`config.mk`:
```
export PLATFORM = sky130hd
export DESIGN_NAME = vec_top
export DESIGN_NICKNAME = d
export VERILOG_FILES = /design/src/verilog/vec_pkg.sv /design/src/verilog/vec_free_id.sv /design/src/verilog/vec_sequencer.sv /design/src/verilog/vec_insn_queue.sv /design/src/verilog/vec_pe.sv /design/src/verilog/vec_top.sv
export SDC_FILE = /design/constraint.sdc
export NUM_CORES = 2
export LEC_CHECK = 0
export BUFFER_PORTS_ARGS = -buffer_cell sky130_fd_sc_hd__buf_2
export CAP_MARGIN = 15
export CELL_PAD_IN_SITES_DETAIL_PLACEMENT = 1
export CELL_PAD_IN_SITES_GLOBAL_PLACEMENT = 1
export CORE_MARGIN = 2
export CORE_UTILIZATION = 38
export CTS_CLUSTER_DIAMETER = 80
export CTS_CLUSTER_SIZE = 14
export DETAILED_ROUTE_END_ITERATION = 16
export PLACE_DENSITY_LB_ADDON = 0.1
export RECOVER_POWER = 50
export SLEW_MARGIN = 20
export SYNTH_ARGS = -nofsm -noshare
export SYNTH_HDL_FRONTEND = slang
export SYNTH_SLANG_ARGS = --single-unit
```
`constraint.sdc`:
```
create_clock -name clk_i -period 7.8 [get_ports clk_i]
set_input_delay 0.78 -clock clk_i [delete_from_list [all_inputs] [get_ports clk_i]]
set_output_delay 0.78 -clock clk_i [all_outputs]
set_load 0.05 [all_outputs]
```
`src/verilog/vec_pkg.sv`:
```
// ~~~~~~~~~~~~~~~~~~~~~~~~~~~~~~~~~~~~~~~~~~~~~~~~~~
// Vector subsystem package: sizes, opcodes, unit
// codes and the PE instruction payloads
// ~~~~~~~~~~~~~~~~~~~~~~~~~~~~~~~~~~~~~~~~~~~~~~~~~~
package vec_pkg;

  // Lanes, plus the load/store unit and the mask unit
  localparam int unsigned NR_LANES = 2;
  localparam int unsigned NR_PES   = NR_LANES + 2;

  // PE index offsets counted after the last lane
  localparam int unsigned OFFSET_LSU  = 0;
  localparam int unsigned OFFSET_MASK = 1;

  // Instruction ids in flight
  localparam int unsigned NR_VINSN = 8;

  localparam int unsigned NR_VREGS = 32;
  localparam int unsigned VL_W     = 6;
  localparam int unsigned ELEN_W   = 32;

  typedef logic [$clog2(NR_VINSN)-1:0] vid_t;
  typedef logic [$clog2(NR_VREGS)-1:0] vreg_t;

  // Masked instructions read v0
  localparam vreg_t VMASK_REG = vreg_t'(0);

  typedef enum logic [2:0] {
    VADD,
    VXOR,
    VREDSUM,
    VMAND,
    VLE,
    VSE
  } vec_op_e;

  typedef enum logic [1:0] {
    VFU_ALU,
    VFU_MASK,
    VFU_LSU
  } vfu_e;

  // Lane and mask unit payload, keeps the op for reductions
  typedef struct packed {
    vid_t                id;
    vec_op_e             op;
    logic [VL_W-1:0]     vl;
    logic [NR_VINSN-1:0] hazard;
    logic [ELEN_W-1:0]   scalar;
  } lane_insn_t;

  // Load/store payload, the scalar operand is the base address
  typedef struct packed {
    vid_t                id;
    logic [VL_W-1:0]     vl;
    logic [NR_VINSN-1:0] hazard;
    logic [ELEN_W-1:0]   scalar;
  } lsu_insn_t;

endpackage

```
`src/verilog/vec_free_id.sv`:
```
// ~~~~~~~~~~~~~~~~~~~~~~~~~~~~~~~~~~~~~~~~~~~~~~~~~~
// Free id search: lowest clear bit of the running mask
// ~~~~~~~~~~~~~~~~~~~~~~~~~~~~~~~~~~~~~~~~~~~~~~~~~~
`timescale 1ns/1ps

module vec_free_id (
  input  logic [vec_pkg::NR_VINSN-1:0] running_i,
  output vec_pkg::vid_t                id_o,
  output logic                         full_o
);

  import vec_pkg::*;

  // Walk from the top so the lowest free id wins
  always_comb begin
    id_o   = '0;
    full_o = 1'b1;
    for (int i = NR_VINSN - 1; i >= 0; i--) begin
      if (!running_i[i]) begin
        id_o   = vid_t'(i);
        full_o = 1'b0;
      end
    end
  end

endmodule

```
`src/verilog/vec_sequencer.sv`:
```
// ~~~~~~~~~~~~~~~~~~~~~~~~~~~~~~~~~~~~~~~~~~~~~~~~~~
// Vector sequencer: assigns ids, tracks hazards and
// broadcasts requests to the processing elements
// ~~~~~~~~~~~~~~~~~~~~~~~~~~~~~~~~~~~~~~~~~~~~~~~~~~
`timescale 1ns/1ps

module vec_sequencer (
  input  logic                                              clk_i,
  input  logic                                              rst_ni,
  // Dispatcher side
  input  logic                                              req_valid_i,
  input  vec_pkg::vec_op_e                                  req_op_i,
  input  vec_pkg::vreg_t                                    req_vs1_i,
  input  logic                                              req_use_vs1_i,
  input  vec_pkg::vreg_t                                    req_vs2_i,
  input  logic                                              req_use_vs2_i,
  input  vec_pkg::vreg_t                                    req_vd_i,
  input  logic                                              req_use_vd_i,
  input  logic                                              req_vm_i,
  input  logic [vec_pkg::VL_W-1:0]                          req_vl_i,
  input  logic [vec_pkg::ELEN_W-1:0]                        req_scalar_i,
  output logic                                              req_ready_o,
  output logic                                              resp_valid_o,
  output logic [vec_pkg::ELEN_W-1:0]                        resp_data_o,
  output logic                                              resp_error_o,
  // Broadcast to the PEs
  output logic                                              pe_valid_o,
  output vec_pkg::vid_t                                     pe_id_o,
  output vec_pkg::vec_op_e                                  pe_op_o,
  output vec_pkg::vfu_e                                     pe_vfu_o,
  output logic [vec_pkg::VL_W-1:0]                          pe_vl_o,
  output logic [vec_pkg::ELEN_W-1:0]                        pe_scalar_o,
  output logic                                              pe_vm_o,
  output logic [vec_pkg::NR_VINSN-1:0]                      pe_hazard_o,
  output logic [vec_pkg::NR_VINSN-1:0]                      running_o,
  input  logic [vec_pkg::NR_PES-1:0]                        pe_ready_i,
  input  logic [vec_pkg::NR_PES-1:0][vec_pkg::NR_VINSN-1:0] pe_done_i,
  // Answers from lane 0 and the load/store unit
  input  logic                                              scalar_valid_i,
  input  logic [vec_pkg::ELEN_W-1:0]                        scalar_data_i,
  input  logic                                              addr_ack_i,
  input  logic                                              addr_error_i
);

  import vec_pkg::*;

  localparam int unsigned LSU_IDX  = NR_LANES + OFFSET_LSU;
  localparam int unsigned MASK_IDX = NR_LANES + OFFSET_MASK;

  typedef enum logic {IDLE, WAIT} state_e;

  // Last instruction reading or writing each register
  typedef struct packed {
    vid_t vid;
    logic valid;
  } vreg_access_t;

  state_e                          state_d, state_q;
  logic [NR_PES-1:0][NR_VINSN-1:0] pe_running_d, pe_running_q;
  logic [NR_VINSN-1:0]             store_running_d, store_running_q;
  logic [NR_VINSN-1:0]             running;
  vreg_access_t [NR_VREGS-1:0]     read_list_d, read_list_q;
  vreg_access_t [NR_VREGS-1:0]     write_list_d, write_list_q;
  vid_t                            next_id;
  logic                            ids_full;
  vfu_e                            req_vfu;
  logic                            conflict;
  logic                            can_issue;

  logic                            pe_valid_d;
  vid_t                            pe_id_d;
  vec_op_e                         pe_op_d;
  vfu_e                            pe_vfu_d;
  logic [VL_W-1:0]                 pe_vl_d;
  logic [ELEN_W-1:0]               pe_scalar_d;
  logic                            pe_vm_d;
  logic [NR_VINSN-1:0]             pe_hazard_d;

  function automatic vfu_e op_vfu(vec_op_e op);
    case (op)
      VMAND:    return VFU_MASK;
      VLE, VSE: return VFU_LSU;
      default:  return VFU_ALU;
    endcase
  endfunction

  // An id runs until every PE holding it is done
  always_comb begin
    running = '0;
    for (int p = 0; p < NR_PES; p++) begin
      running |= pe_running_q[p];
    end
  end

  assign running_o = running;

  vec_free_id i_free_id (
    .running_i(running),
    .id_o     (next_id),
    .full_o   (ids_full)
  );

  assign req_vfu = op_vfu(req_op_i);

  // Stores and mask unit work never overlap
  assign conflict = ((req_op_i == VSE) && |pe_running_q[MASK_IDX]) ||
                    (((req_vfu == VFU_MASK) || !req_vm_i) &&
                     |(store_running_q & pe_running_q[LSU_IDX]));

  assign can_issue = &pe_ready_i && !ids_full && !conflict;

  always_comb begin
    state_d         = state_q;
    pe_running_d    = pe_running_q;
    store_running_d = store_running_q & pe_running_q[LSU_IDX];
    read_list_d     = read_list_q;
    write_list_d    = write_list_q;

    // Broadcast payload holds, hazards shrink as ids retire
    pe_valid_d  = 1'b0;
    pe_id_d     = pe_id_o;
    pe_op_d     = pe_op_o;
    pe_vfu_d    = pe_vfu_o;
    pe_vl_d     = pe_vl_o;
    pe_scalar_d = pe_scalar_o;
    pe_vm_d     = pe_vm_o;
    pe_hazard_d = pe_hazard_o & running;

    req_ready_o  = 1'b0;
    resp_valid_o = 1'b0;
    resp_data_o  = '0;
    resp_error_o = 1'b0;

    // Drop list entries whose id has retired
    for (int v = 0; v < NR_VREGS; v++) begin
      read_list_d[v].valid  = read_list_q[v].valid & running[read_list_q[v].vid];
      write_list_d[v].valid = write_list_q[v].valid & running[write_list_q[v].vid];
    end

    for (int p = 0; p < NR_PES; p++) begin
      pe_running_d[p] = pe_running_q[p] & ~pe_done_i[p];
    end

    case (state_q)
      IDLE: begin
        req_ready_o = can_issue;
        if (req_valid_i && can_issue) begin
          // Mark the PEs that will run it
          if (req_vfu == VFU_ALU) begin
            for (int l = 0; l < NR_LANES; l++) begin
              pe_running_d[l][next_id] = 1'b1;
            end
          end else if (req_vfu == VFU_LSU) begin
            pe_running_d[LSU_IDX][next_id] = 1'b1;
          end
          // Masked instructions also go to the mask unit
          if ((req_vfu == VFU_MASK) || !req_vm_i) begin
            pe_running_d[MASK_IDX][next_id] = 1'b1;
          end
          if (req_op_i == VSE) begin
            store_running_d[next_id] = 1'b1;
          end

          pe_valid_d  = 1'b1;
          pe_id_d     = next_id;
          pe_op_d     = req_op_i;
          pe_vfu_d    = req_vfu;
          pe_vl_d     = req_vl_i;
          pe_scalar_d = req_scalar_i;
          pe_vm_d     = req_vm_i;
          pe_hazard_d = '0;

          // RAW on both sources and the mask
          if (req_use_vs1_i && write_list_d[req_vs1_i].valid)
            pe_hazard_d[write_list_d[req_vs1_i].vid] = 1'b1;
          if (req_use_vs2_i && write_list_d[req_vs2_i].valid)
            pe_hazard_d[write_list_d[req_vs2_i].vid] = 1'b1;
          if (!req_vm_i && write_list_d[VMASK_REG].valid)
            pe_hazard_d[write_list_d[VMASK_REG].vid] = 1'b1;
          // WAR and WAW on the destination
          if (req_use_vd_i && read_list_d[req_vd_i].valid)
            pe_hazard_d[read_list_d[req_vd_i].vid] = 1'b1;
          if (req_use_vd_i && write_list_d[req_vd_i].valid)
            pe_hazard_d[write_list_d[req_vd_i].vid] = 1'b1;

          // Record the new accesses after the hazard lookup
          if (req_use_vd_i)
            write_list_d[req_vd_i] = '{vid: next_id, valid: 1'b1};
          if (req_use_vs1_i)
            read_list_d[req_vs1_i] = '{vid: next_id, valid: 1'b1};
          if (req_use_vs2_i)
            read_list_d[req_vs2_i] = '{vid: next_id, valid: 1'b1};
          if (!req_vm_i)
            read_list_d[VMASK_REG] = '{vid: next_id, valid: 1'b1};

          // Loads, stores and reductions owe the dispatcher a response
          if (req_op_i inside {VLE, VSE, VREDSUM}) begin
            state_d = WAIT;
          end
        end
      end

      WAIT: begin
        // Address check from the load/store unit
        if ((pe_op_o inside {VLE, VSE}) && addr_ack_i) begin
          state_d      = IDLE;
          resp_valid_o = 1'b1;
          resp_error_o = addr_error_i;
        end
        // Scalar result from lane 0
        if ((pe_op_o == VREDSUM) && scalar_valid_i) begin
          state_d      = IDLE;
          resp_valid_o = 1'b1;
          resp_data_o  = scalar_data_i;
        end
      end

      default: state_d = IDLE;
    endcase
  end

  always_ff @(posedge clk_i or negedge rst_ni) begin
    if (!rst_ni) begin
      state_q         <= IDLE;
      pe_running_q    <= '0;
      store_running_q <= '0;
      read_list_q     <= '0;
      write_list_q    <= '0;
      pe_valid_o      <= 1'b0;
    end else begin
      state_q         <= state_d;
      pe_running_q    <= pe_running_d;
      store_running_q <= store_running_d;
      read_list_q     <= read_list_d;
      write_list_q    <= write_list_d;
      pe_valid_o      <= pe_valid_d;
    end
  end

  always_ff @(posedge clk_i) begin
    pe_id_o     <= pe_id_d;
    pe_op_o     <= pe_op_d;
    pe_vfu_o    <= pe_vfu_d;
    pe_vl_o     <= pe_vl_d;
    pe_scalar_o <= pe_scalar_d;
    pe_vm_o     <= pe_vm_d;
    pe_hazard_o <= pe_hazard_d;
  end

endmodule

```
`src/verilog/vec_insn_queue.sv`:
```
// ~~~~~~~~~~~~~~~~~~~~~~~~~~~~~~~~~~~~~~~~~~~~~~~~~~
// Two-entry instruction FIFO for one PE
// ~~~~~~~~~~~~~~~~~~~~~~~~~~~~~~~~~~~~~~~~~~~~~~~~~~
`timescale 1ns/1ps

module vec_insn_queue #(
  parameter type payload_t = logic
) (
  input  logic     clk_i,
  input  logic     rst_ni,
  input  logic     push_i,
  input  payload_t data_i,
  output logic     full_o,
  input  logic     pop_i,
  output payload_t data_o,
  output logic     empty_o
);

  payload_t   mem_q [2];
  logic       wr_ptr_q;
  logic       rd_ptr_q;
  logic [1:0] count_q;

  assign full_o  = (count_q == 2'd2);
  assign empty_o = (count_q == 2'd0);
  // Head is visible without a pop
  assign data_o  = mem_q[rd_ptr_q];

  always_ff @(posedge clk_i or negedge rst_ni) begin
    if (!rst_ni) begin
      wr_ptr_q <= 1'b0;
      rd_ptr_q <= 1'b0;
      count_q  <= '0;
    end else begin
      if (push_i)
        wr_ptr_q <= ~wr_ptr_q;
      if (pop_i)
        rd_ptr_q <= ~rd_ptr_q;
      count_q <= count_q + {1'b0, push_i} - {1'b0, pop_i};
    end
  end

  always_ff @(posedge clk_i) begin
    if (push_i)
      mem_q[wr_ptr_q] <= data_i;
  end

endmodule

```
`src/verilog/vec_pe.sv`:
```
// ~~~~~~~~~~~~~~~~~~~~~~~~~~~~~~~~~~~~~~~~~~~~~~~~~~
// Processing element: queues, waits on hazards,
// runs for vl+1 cycles and reports done
// ~~~~~~~~~~~~~~~~~~~~~~~~~~~~~~~~~~~~~~~~~~~~~~~~~~
`timescale 1ns/1ps

module vec_pe #(
  parameter vec_pkg::vfu_e UNIT = vec_pkg::VFU_ALU
) (
  input  logic                         clk_i,
  input  logic                         rst_ni,
  input  logic                         pe_valid_i,
  input  vec_pkg::vid_t                pe_id_i,
  input  vec_pkg::vec_op_e             pe_op_i,
  input  vec_pkg::vfu_e                pe_vfu_i,
  input  logic [vec_pkg::VL_W-1:0]     pe_vl_i,
  input  logic [vec_pkg::ELEN_W-1:0]   pe_scalar_i,
  input  logic                         pe_vm_i,
  input  logic [vec_pkg::NR_VINSN-1:0] pe_hazard_i,
  input  logic [vec_pkg::NR_VINSN-1:0] running_i,
  output logic                         ready_o,
  output logic [vec_pkg::NR_VINSN-1:0] done_o,
  output logic                         scalar_valid_o,
  output logic [vec_pkg::ELEN_W-1:0]   scalar_data_o,
  output logic                         addr_ack_o,
  output logic                         addr_error_o
);

  import vec_pkg::*;

  logic                     push, pop, full, empty;
  vid_t                     head_id;
  logic                     head_redsum;
  logic [VL_W-1:0]          head_vl;
  logic [NR_VINSN-1:0]      head_hazard;
  logic [ELEN_W-1:0]        head_scalar;
  // Ids not yet retired since each slot was filled
  logic [1:0][NR_VINSN-1:0] live_q;
  logic                     busy_q;
  logic [VL_W-1:0]          cnt_q;
  vid_t                     cur_id_q;
  logic                     cur_redsum_q;
  logic [VL_W-1:0]          cur_vl_q;
  logic [ELEN_W-1:0]        cur_scalar_q;
  logic [1:0]               ack_q;
  logic [1:0]               err_q;

  // Mask unit also takes every masked instruction
  assign push    = pe_valid_i && ((pe_vfu_i == UNIT) || ((UNIT == VFU_MASK) && !pe_vm_i));
  // A push still on its way in takes the last free slot
  assign ready_o = !full && !(push && !empty);
  // Start the head once all of its hazards have retired
  assign pop     = !empty && !busy_q && ((head_hazard & live_q[0] & running_i) == '0);

  if (UNIT == VFU_LSU) begin : g_lsu_queue
    lsu_insn_t q_in, q_out;
    assign q_in = '{id: pe_id_i, vl: pe_vl_i, hazard: pe_hazard_i, scalar: pe_scalar_i};
    vec_insn_queue #(.payload_t(lsu_insn_t)) i_queue (
      .clk_i(clk_i), .rst_ni(rst_ni), .push_i(push), .data_i(q_in), .full_o(full),
      .pop_i(pop), .data_o(q_out), .empty_o(empty)
    );
    assign head_id     = q_out.id;
    assign head_redsum = 1'b0;
    assign head_vl     = q_out.vl;
    assign head_hazard = q_out.hazard;
    assign head_scalar = q_out.scalar;
  end else begin : g_lane_queue
    lane_insn_t q_in, q_out;
    assign q_in = '{id: pe_id_i, op: pe_op_i, vl: pe_vl_i, hazard: pe_hazard_i,
                    scalar: pe_scalar_i};
    vec_insn_queue #(.payload_t(lane_insn_t)) i_queue (
      .clk_i(clk_i), .rst_ni(rst_ni), .push_i(push), .data_i(q_in), .full_o(full),
      .pop_i(pop), .data_o(q_out), .empty_o(empty)
    );
    assign head_id     = q_out.id;
    // Only lanes produce the reduction result
    assign head_redsum = (q_out.op == VREDSUM) && (UNIT == VFU_ALU);
    assign head_vl     = q_out.vl;
    assign head_hazard = q_out.hazard;
    assign head_scalar = q_out.scalar;
  end

  always_ff @(posedge clk_i or negedge rst_ni) begin
    if (!rst_ni) begin
      live_q         <= '0;
      busy_q         <= 1'b0;
      cnt_q          <= '0;
      done_o         <= '0;
      scalar_valid_o <= 1'b0;
      ack_q          <= '0;
    end else begin
      // Slots follow the queue, a retired id stays cleared
      live_q[0] <= (pop ? live_q[1] : live_q[0]) & running_i;
      live_q[1] <= live_q[1] & running_i;
      if (push) begin
        if (empty || (pop && !full))
          live_q[0] <= running_i;
        else
          live_q[1] <= running_i;
      end

      done_o         <= '0;
      scalar_valid_o <= 1'b0;
      if (pop) begin
        busy_q <= 1'b1;
        cnt_q  <= head_vl;
      end else if (busy_q) begin
        if (cnt_q == '0) begin
          busy_q           <= 1'b0;
          done_o[cur_id_q] <= 1'b1;
          scalar_valid_o   <= cur_redsum_q;
        end else begin
          cnt_q <= cnt_q - 1'b1;
        end
      end

      // Address acknowledge two cycles after accept
      ack_q <= {ack_q[0], push && (UNIT == VFU_LSU)};
    end
  end

  always_ff @(posedge clk_i) begin
    if (pop) begin
      cur_id_q     <= head_id;
      cur_redsum_q <= head_redsum;
      cur_vl_q     <= head_vl;
      cur_scalar_q <= head_scalar;
    end
    if (busy_q && (cnt_q == '0))
      scalar_data_o <= cur_scalar_q + ELEN_W'(cur_vl_q);
    err_q <= {err_q[0], |pe_scalar_i[1:0]};
  end

  assign addr_ack_o   = ack_q[1];
  assign addr_error_o = err_q[1];

endmodule

```
`src/verilog/vec_top.sv`:
```
// ~~~~~~~~~~~~~~~~~~~~~~~~~~~~~~~~~~~~~~~~~~~~~~~~~~
// Vector subsystem top: sequencer, lanes, load/store
// unit and mask unit
// ~~~~~~~~~~~~~~~~~~~~~~~~~~~~~~~~~~~~~~~~~~~~~~~~~~
`timescale 1ns/1ps

module vec_top (
  input  logic                         clk_i,
  input  logic                         rst_ni,
  input  logic                         req_valid_i,
  input  vec_pkg::vec_op_e             req_op_i,
  input  vec_pkg::vreg_t               req_vs1_i,
  input  logic                         req_use_vs1_i,
  input  vec_pkg::vreg_t               req_vs2_i,
  input  logic                         req_use_vs2_i,
  input  vec_pkg::vreg_t               req_vd_i,
  input  logic                         req_use_vd_i,
  input  logic                         req_vm_i,
  input  logic [vec_pkg::VL_W-1:0]     req_vl_i,
  input  logic [vec_pkg::ELEN_W-1:0]   req_scalar_i,
  output logic                         req_ready_o,
  output logic                         resp_valid_o,
  output logic [vec_pkg::ELEN_W-1:0]   resp_data_o,
  output logic                         resp_error_o,
  output logic [vec_pkg::NR_VINSN-1:0] done_o
);

  import vec_pkg::*;

  localparam int unsigned LSU_IDX = NR_LANES + OFFSET_LSU;

  logic                            pe_valid;
  vid_t                            pe_id;
  vec_op_e                         pe_op;
  vfu_e                            pe_vfu;
  logic [VL_W-1:0]                 pe_vl;
  logic [ELEN_W-1:0]               pe_scalar;
  logic                            pe_vm;
  logic [NR_VINSN-1:0]             pe_hazard;
  logic [NR_VINSN-1:0]             running;
  logic [NR_PES-1:0]               pe_ready, pe_scalar_valid, pe_addr_ack, pe_addr_error;
  logic [NR_PES-1:0][ELEN_W-1:0]   pe_scalar_data;
  logic [NR_PES-1:0][NR_VINSN-1:0] pe_done;

  vec_sequencer i_sequencer (
    .clk_i(clk_i), .rst_ni(rst_ni),
    .req_valid_i(req_valid_i), .req_op_i(req_op_i),
    .req_vs1_i(req_vs1_i), .req_use_vs1_i(req_use_vs1_i),
    .req_vs2_i(req_vs2_i), .req_use_vs2_i(req_use_vs2_i),
    .req_vd_i(req_vd_i), .req_use_vd_i(req_use_vd_i),
    .req_vm_i(req_vm_i), .req_vl_i(req_vl_i), .req_scalar_i(req_scalar_i),
    .req_ready_o(req_ready_o), .resp_valid_o(resp_valid_o),
    .resp_data_o(resp_data_o), .resp_error_o(resp_error_o),
    .pe_valid_o(pe_valid), .pe_id_o(pe_id), .pe_op_o(pe_op), .pe_vfu_o(pe_vfu),
    .pe_vl_o(pe_vl), .pe_scalar_o(pe_scalar), .pe_vm_o(pe_vm),
    .pe_hazard_o(pe_hazard), .running_o(running),
    .pe_ready_i(pe_ready), .pe_done_i(pe_done),
    // Scalar answers come from lane 0 only
    .scalar_valid_i(pe_scalar_valid[0]), .scalar_data_i(pe_scalar_data[0]),
    .addr_ack_i(pe_addr_ack[LSU_IDX]), .addr_error_i(pe_addr_error[LSU_IDX])
  );

  for (genvar p = 0; p < NR_PES; p++) begin : g_pe
    // Lanes first, then the load/store unit and the mask unit
    localparam vfu_e UNIT = (p < NR_LANES) ? VFU_ALU :
                            ((p == LSU_IDX) ? VFU_LSU : VFU_MASK);
    vec_pe #(.UNIT(UNIT)) i_pe (
      .clk_i(clk_i), .rst_ni(rst_ni),
      .pe_valid_i(pe_valid), .pe_id_i(pe_id), .pe_op_i(pe_op), .pe_vfu_i(pe_vfu),
      .pe_vl_i(pe_vl), .pe_scalar_i(pe_scalar), .pe_vm_i(pe_vm),
      .pe_hazard_i(pe_hazard), .running_i(running),
      .ready_o(pe_ready[p]), .done_o(pe_done[p]),
      .scalar_valid_o(pe_scalar_valid[p]), .scalar_data_o(pe_scalar_data[p]),
      .addr_ack_o(pe_addr_ack[p]), .addr_error_o(pe_addr_error[p])
    );
  end

  // Any PE finishing an id shows on done_o
  always_comb begin
    done_o = '0;
    for (int p = 0; p < NR_PES; p++) begin
      done_o |= pe_done[p];
    end
  end

endmodule

```
# After elaboration in Yosys (flattened, before gate mapping)

Memory sizes are Yosys's and may differ from the RTL's.
Cells that the tools add are included.

Register bits after elaboration: 581
RAM bits: 410
Input port bits: 63
Output and inout bits: 43
Memories: 4

Memory list:

| name                                    | words | bits a word | read ports | clocked after memory_dff | wr ports | line                 | RTL |
|---|---|---|---|---|---|---|---|
| g_pe[0].i_pe.g_lane_queue.i_queue.mem_q | 2     | 52          | 1          | 0                        | 1        | vec_insn_queue.sv:19 | `payload_t mem_q [2];` |
| g_pe[1].i_pe.g_lane_queue.i_queue.mem_q | 2     | 52          | 1          | 0                        | 1        | vec_insn_queue.sv:19 |  |
| g_pe[3].i_pe.g_lane_queue.i_queue.mem_q | 2     | 52          | 1          | 0                        | 1        | vec_insn_queue.sv:19 |  |
| g_pe[2].i_pe.g_lsu_queue.i_queue.mem_q  | 2     | 49          | 1          | 0                        | 1        | vec_insn_queue.sv:19 |  |

Add/subtract/negate cells: 13
Order comparisons: 89
Eq/ne operators: 20
Muxes and demuxes: 292
Bitwise gates (word level): 114
Reductions and logical operators: 107

Operator list:

| cell                                                                  | count |
|---|---|
| 125-bit 2-to-1 mux                                                    | 5 |
| 128-bit 2-to-1 mux                                                    | 4 |
| 128-bit bitwise mux                                                   | 3 |
| 8-bit 2-to-1 mux                                                      | 45 |
| 3-bit by 4-bit < comparator with 1-bit output, second input constant  | 73 |
| 1-bit binary-select mux with 3-bit select                             | 64 |
| 8-bit bitwise AND                                                     | 22 |
| 32-bit 2-to-1 mux                                                     | 4 |
| 8-bit OR                                                              | 15 |
| 1-bit 2-to-1 mux                                                      | 115 |
| 4-bit binary-select mux with 5-bit select                             | 4 |
| 16-bit 2-to-1 mux                                                     | 5 |
| 6-bit 2-to-1 mux                                                      | 12 |
| 1-bit bitwise AND                                                     | 64 |
| 4-bit demux with 5-bit select                                         | 3 |
| 1-bit logical AND                                                     | 49 |
| 32-bit by 6-bit adder with 32-bit output                              | 1 |
| 8-bit logical NOT                                                     | 4 |
| 4-bit 2-to-1 mux                                                      | 8 |
| 8-bit NOT                                                             | 4 |
| 1-bit demux with 3-bit select                                         | 10 |
| 3-bit by 1-bit >= comparator with 1-bit output, second input constant | 10 |
| 6-bit logical NOT                                                     | 4 |
| 3-bit 2-to-1 mux                                                      | 8 |
| 23 further kinds                                                      | 99 |

# Longest topological paths before layout

Depth in word-level cells: 33
Depth in mapped cells: 15
Mapped depth without buffers: 12

# By module

From an unflattened synthesis, not the netlist that was laid out.

Cells, all modules: 4276
Area total of the unflattened synthesis: 58673.8 µm²

By module, submodules not included:

| module                                                  | instances | cells each | area an instance (µm²) | seq. area each (µm²) |
|---|---|---|---|---|
| vec_sequencer                                           | 1         | 2205       | 23433.7                | 9028.7 |
| vec_insn_queue at g_pe[0].i_pe.g_lane_queue.i_queue ... | 3         | 177        | 4200.3                 | 3223.1 |
| vec_pe at g_pe[1].i_pe                                  | 1         | 361        | 4700.8                 | 3062.9 |
| vec_pe at g_pe[0].i_pe                                  | 1         | 349        | 4678.2                 | 3062.9 |
| vec_pe at g_pe[2].i_pe                                  | 1         | 338        | 4621.9                 | 3057.9 |
| vec_pe at g_pe[3].i_pe                                  | 1         | 303        | 4516.8                 | 3007.9 |
| vec_insn_queue at g_pe[2].i_pe.g_lsu_queue.i_queue      | 1         | 168        | 3986.3                 | 3042.9 |
| vec_free_id                                             | 1         | 13         | 75.1                   | 0.0 |
| vec_top                                                 | 1         | 8          | 60.1                   | 0.0 |

# Least setup slack after synthesis

OpenSTA, ideal clock, no wires.

Path kind: reg2reg
Start point: register i_sequencer.pe_running_q[19] in the netlist's numbering
End point: register i_sequencer.state_q
Arrival time: 4875 ps
Required time: 7725 ps
Path slack: 2850 ps
Stages on the path, launching flop included: 11
Clock period less this slack: 4950 ps
Cell sequence: dfrtp_1 > nor4_1 > nor2_1 > a32o_1 > nor4_2 > and2_0 > clkbuf_1 > clkbuf_1 > buf_1 > o21ai_0 > nand2_1

Longest elaborated chain between the ends: 12

Ends and longest elaborated chain:

| item                                      | line                 | RTL |
|---|---|---|
| start, declared                           | vec_sequencer.sv:59  | `logic [NR_PES-1:0][NR_VINSN-1:0] pe_running_d, pe_running_q;` |
| start signal, assigned                    | vec_sequencer.sv:232 | `pe_running_q <= pe_running_d;` |
| 8-bit OR (2 in series)                    | vec_sequencer.sv:91  | `running \|= pe_running_q[p];` |
| 1-bit 2-to-1 mux (4 in series)            | vec_free_id.sv:19    | `if (!running_i[i]) begin` |
| 1-bit logical NOT                         | vec_sequencer.sv:110 | `assign can_issue = &pe_ready_i && !ids_full && !conflict;` |
| 1-bit logical AND                         | vec_sequencer.sv:110 |  |
| 1-bit logical AND (*)                     | vec_sequencer.sv:110 |  |
| 1-bit logical AND (*)                     | vec_sequencer.sv:147 | `if (req_valid_i && can_issue) begin` |
| 1-bit 2-to-1 mux (*)                      | vec_sequencer.sv:147 |  |
| 1-bit one-hot mux with 2 select lines (*) | vec_sequencer.sv:144 | `case (state_q)` |
| named net i_sequencer.state_d             | vec_sequencer.sv:58  | `state_e state_d, state_q;` |
| end signal, assigned                      | vec_sequencer.sv:231 | `state_q <= state_d;` |
| end, declared                             | vec_sequencer.sv:58  |  |

The timed path passes the listed nets; every way through them passes the cells marked *.
A chain may end at the register's enable or synchronous reset.

# Worst setup path in the final report

Start point: register g_pe[0].i_pe.g_lane_queue.i_queue.rd_ptr_q
End point: register g_pe[0].i_pe.cnt_q[5]

Longest elaborated chain between the ends: 7

Ends and longest elaborated chain:

| item                                                                  | line                 | RTL |
|---|---|---|
| start, declared                                                       | vec_insn_queue.sv:21 | `logic rd_ptr_q;` |
| start signal, assigned                                                | vec_insn_queue.sv:38 | `rd_ptr_q <= ~rd_ptr_q;` |
| memory read 2 x 52 bit (*)                                            | -                    |  |
| 8-bit bitwise AND (2 in series)                                       | vec_pe.sv:53         | `assign pop = !empty && !busy_q && ((head_hazard & live_q[0] & running_i) == '0);` |
| 8-bit logical NOT                                                     | vec_pe.sv:53         |  |
| 1-bit logical AND                                                     | vec_pe.sv:53         |  |
| 2-bit inequality test (no line) or 2-bit nonzero test (tied branches) | -                    |  |
| 2-bit AND reduction (no line)                                         | -                    |  |
| end signal, assigned                                                  | vec_pe.sv:106        | `cnt_q <= head_vl;` |
| end signal, assigned                                                  | vec_pe.sv:113        | `cnt_q <= cnt_q - 1'b1;` |
| end, declared                                                         | vec_pe.sv:40         | `logic [VL_W-1:0] cnt_q;` |

Mark *: on every way between the ends. The rest lies on a longest branch, timed or not.

==> results.yml <==
pwr:
  power.share.combinational_pct: 16.3
  p_clk_share_pct: 33.7
  p_per_area_nw_per_um2: 235
  p_sw_mw: 3.01
  p_leak_nw: 16.1
  pwr-share-seq_pct: 50.0
  irDropWorstVdd_mv: 0.165
  internal_power_mw: 7.17
  switching_share_pct: 29.6
sta:
  final_max_slew_viol_count: 180
  fin_skew_ns: 0.0361
  period_share_pct: 69.0
  worst_pin_slew_ns: 4.10
  setup_viol: 0
  tns_ns: 0
  max_clock_freq_mhz: 186
  period_needed_ns: 5.39
  setup_slack_ns: 2.41
  rsz0062_at_grt: "no"
  hold_viol: 0
  slew_headroom_pct: -173
critical_path:
  arrival_ns: 5.92
  critPathLaunchType: "flip-flop"
  crit_family: "buffers and inverters"
  slowest_stage: "clkbuf_1"
  crit_fanout: 54
  rrSetupSlack_ns: 2.41
  end_kind: "flip-flop"
  max_stage_delay_ns: 2.16
  crit_type: "flip-flop to flip-flop"
  crit_chain: "clkbuf_1, mux2_2, nand3_1, nand4_1, nor3_4, buf_4, a31oi_1, a221o_1"
  crit_buf_inv: 2
  required_ns: 8.34
route:
  antenna_left: 0
  firstDrtPassIters: 5
  vias: 29500
  wire_per_inst_um: 29.2
  wl_um: 142000
  drtIter0Drc: 2316
  drc_errors: 0
  avgViaCountPerCell: 6.08
final_layout:
  n_antenna_cell: 0
  nets: 3522
  drive_gt1_share_pct: 15.8
  syn2layout_area_growth_pct: 10.7
  n_fill_cell: 10900
clock_tree:
  clk_latency_ns: 0.68
  h-tree-depth: 3
  clkTransAtPathRegs_ns: 0.07
  cts_resized: 0
  cts.sinks: 787
  cts_made_buffers: 69
  post_cts_buffers: 0
  hold_buffers: 0
  clock_path_buffers: 3
  clockRootBuffer: "clkbuf_16"
  cts_tree: "built"
logic_synthesis:
  synth_cell_types: 82
  synth-edff-count: 336
  synthFlopType: "dfrtp_1"
  netlist_area_um2: 39100
  synth.most_common_cell: "nand2_1"
  synth_area_leaders: "dfrtp_1 28%, edfxtp_1 26%, mux4_2 8.8%, nand2_1 4.4%, mux2i_1 3.6%"
  yosys_warnings: 0
  synth_seq_area_share_pct: 54.5
  synth_top_area_share_pct: 28.2
  ys_ff_latch: 787
  yosys.area.top_type: "dfrtp_1"
  synth_common_cells: "455 x nand2_1, 441 x dfrtp_1, 336 x edfxtp_1"
  synth_async_sr_flop_share_pct: 56.0
  syn-mean-instance-area_um2: 11.5
  synth_fp_nets: 3500
  syn_inst: 3418
floorplan:
  num_rows: 117
  die_x_um: 325
  die_area_um2: 106000
  initial_core_util_pct: 38.4
  core_um2: 102000
  io_pins: 106
  chipHeight_um: 325
global_route:
  grt_pass1_vias: 30900
  grt_max_degree: 168
  grt_overflow: 0
  grt_antenna_before_repair: 3
  grt_first_pass_wirelength_um: 211000
  grt_use_total_pct: 26.7
placed_design:
  port_buffers: 105
  gp_congestion: 0.961
  dpl_worst_slack_ns: 3.14
  dpl.hpwl_um: 95300
worst_hold_path:
  min_path_type: "input pin to flip-flop"
outcome:
  status: "finished, violations left"
  violations: "capacitance limit, slew limit"
flow_run:
  max_cap_viol_count: 3
-- final timing paths --
check | from | to | cells past startpoint
min in group asynchronous | rst_ni | g_pe[0].i_pe.done_o[6] | 1
worst max-delay path | g_pe[0].i_pe.g_lane_queue.i_queue.rd_ptr_q | g_pe[0].i_pe.cnt_q[5] | 8
worst min register to register | g_pe[2].i_pe.err_q[0] | g_pe[2].i_pe.err_q[1] | 0
worst min-delay path | req_scalar_i[15] | i_sequencer.pe_scalar_o[15] | 1
worst max register to register | g_pe[0].i_pe.g_lane_queue.i_queue.rd_ptr_q | g_pe[0].i_pe.cnt_q[5] | 8
max in group asynchronous | rst_ni | g_pe[1].i_pe.live_q[0] | 2
-- worst reg2reg max path: cells and delay by family, from the launching register on --
family,cells,cell delay [ns]
buffers and inverters,2,2.84
AOI/OAI and AO/OA,2,0.47
DFF,1,0.58
muxes,1,0.51
and+or+nand+nor,3,0.87
-- power by group through the flow --
stage / clock network, mW / registers, mW / logic, mW
after CTS: 3.53 / 5.09 / 1.66
after floorplan: 0 / 4.99 / 1.19
after detailed placement: 0 / 5.17 / 1.65
final: 3.43 / 5.09 / 1.66
after global routing: 3.67 / 5.14 / 1.83
after global placement: 0 / 5.15 / 1.59
-- layout make-up --
type | count | area (um2) | area share, %
Inverter | 110 | 413 | 0.953
Clock inverter | 14 | 223 | 0.514
Timing Repair Buffer | 180 | 1090 | 2.52
Sequential cell | 787 | 21300 | 49.2
Tap cell | 1368 | 1710 | 3.95
Multi-Input combinational cell | 2292 | 16600 | 38.4
Clock buffer | 108 | 1910 | 4.42
-- state kept, by name (all words and copies together), names as in the netlist, 12 cells and up --
register and flops:
g_pe.i_pe.g_lane_queue.i_queue.mem_q 172, g_pe.i_pe.live_q 64, g_pe.i_pe.done_o 32, i_sequencer.pe_running_q 32, g_pe.i_pe.scalar_data_o 32, i_sequencer.pe_scalar_o 32, i_sequencer.read_list_q 128, g_pe.i_pe.cur_id_q 12
g_pe.i_pe.g_lsu_queue.i_queue.mem_q 34, i_sequencer.write_list_q 128, g_pe.i_pe.cur_scalar_q 32, g_pe.i_pe.cnt_q 24
-- cell families after synthesis --
family	Yosys count	synth area share, %
simple gates	1152	14.1
flops	787	54.5
compound gates	686	11.3
mux	377	14.8
buf+inv	339	3.40
xor+xnor	58	1.30
fa+ha+maj	19	0.627
-- cell usage in the layout, fill, tap and decap left out, types with 28 or more instances in the layout --
| cell | count |
|---|---|
| nand3b_1 | 28 |
| a2111oi_0 | 30 |
| a22oi_1 | 36 |
| xnor2_1 | 42 |
| nand2_1 | 453 |
| buf_4 | 66 |
| nand2b_1 | 48 |
| nor2_1 | 217 |
| clkbuf_1 | 56 |
| mux2_2 | 79 |
| a211oi_1 | 28 |
| mux2i_1 | 139 |
| buf_2 | 89 |
| o22ai_1 | 102 |
| clkbuf_16 | 69 |
| edfxtp_1 | 336 |
| o21ai_0 | 229 |
| inv_1 | 110 |
| mux4_2 | 153 |
| nand3_1 | 105 |
| dfrtp_1 | 441 |
| nor3_1 | 55 |
| and2_1 | 42 |
| a21oi_1 | 95 |
-- metal layers --
layer,vias to the layer above,global-route usage (%),part of all wire [%]
met2,924,45.0,49
met4,2,9.90,3.9
met1,15500,34.6,42
li1,12800,-,-
met3,322,4.41,5.2
met5,-,0,0.0092
-- metrics by stage --
step / power [mW] / hold slack (ns) / std cells / util (%) / area (um2)
final: 10.2 / 0.289 / 4859 / 42.4 / 43300
after global placement: 6.74 / 0.319 / 4736 / 40.4 / 41200
after detailed placement: 6.82 / 0.321 / 4736 / 40.4 / 41200
after global routing: 10.6 / 0.250 / 4859 / 42.4 / 43300
after CTS: 10.3 / 0.0775 / 4858 / 42.5 / 43300
after floorplan: 6.18 / 0.310 / 3418 / - / 39100
(Power assumes the default switching activity.)
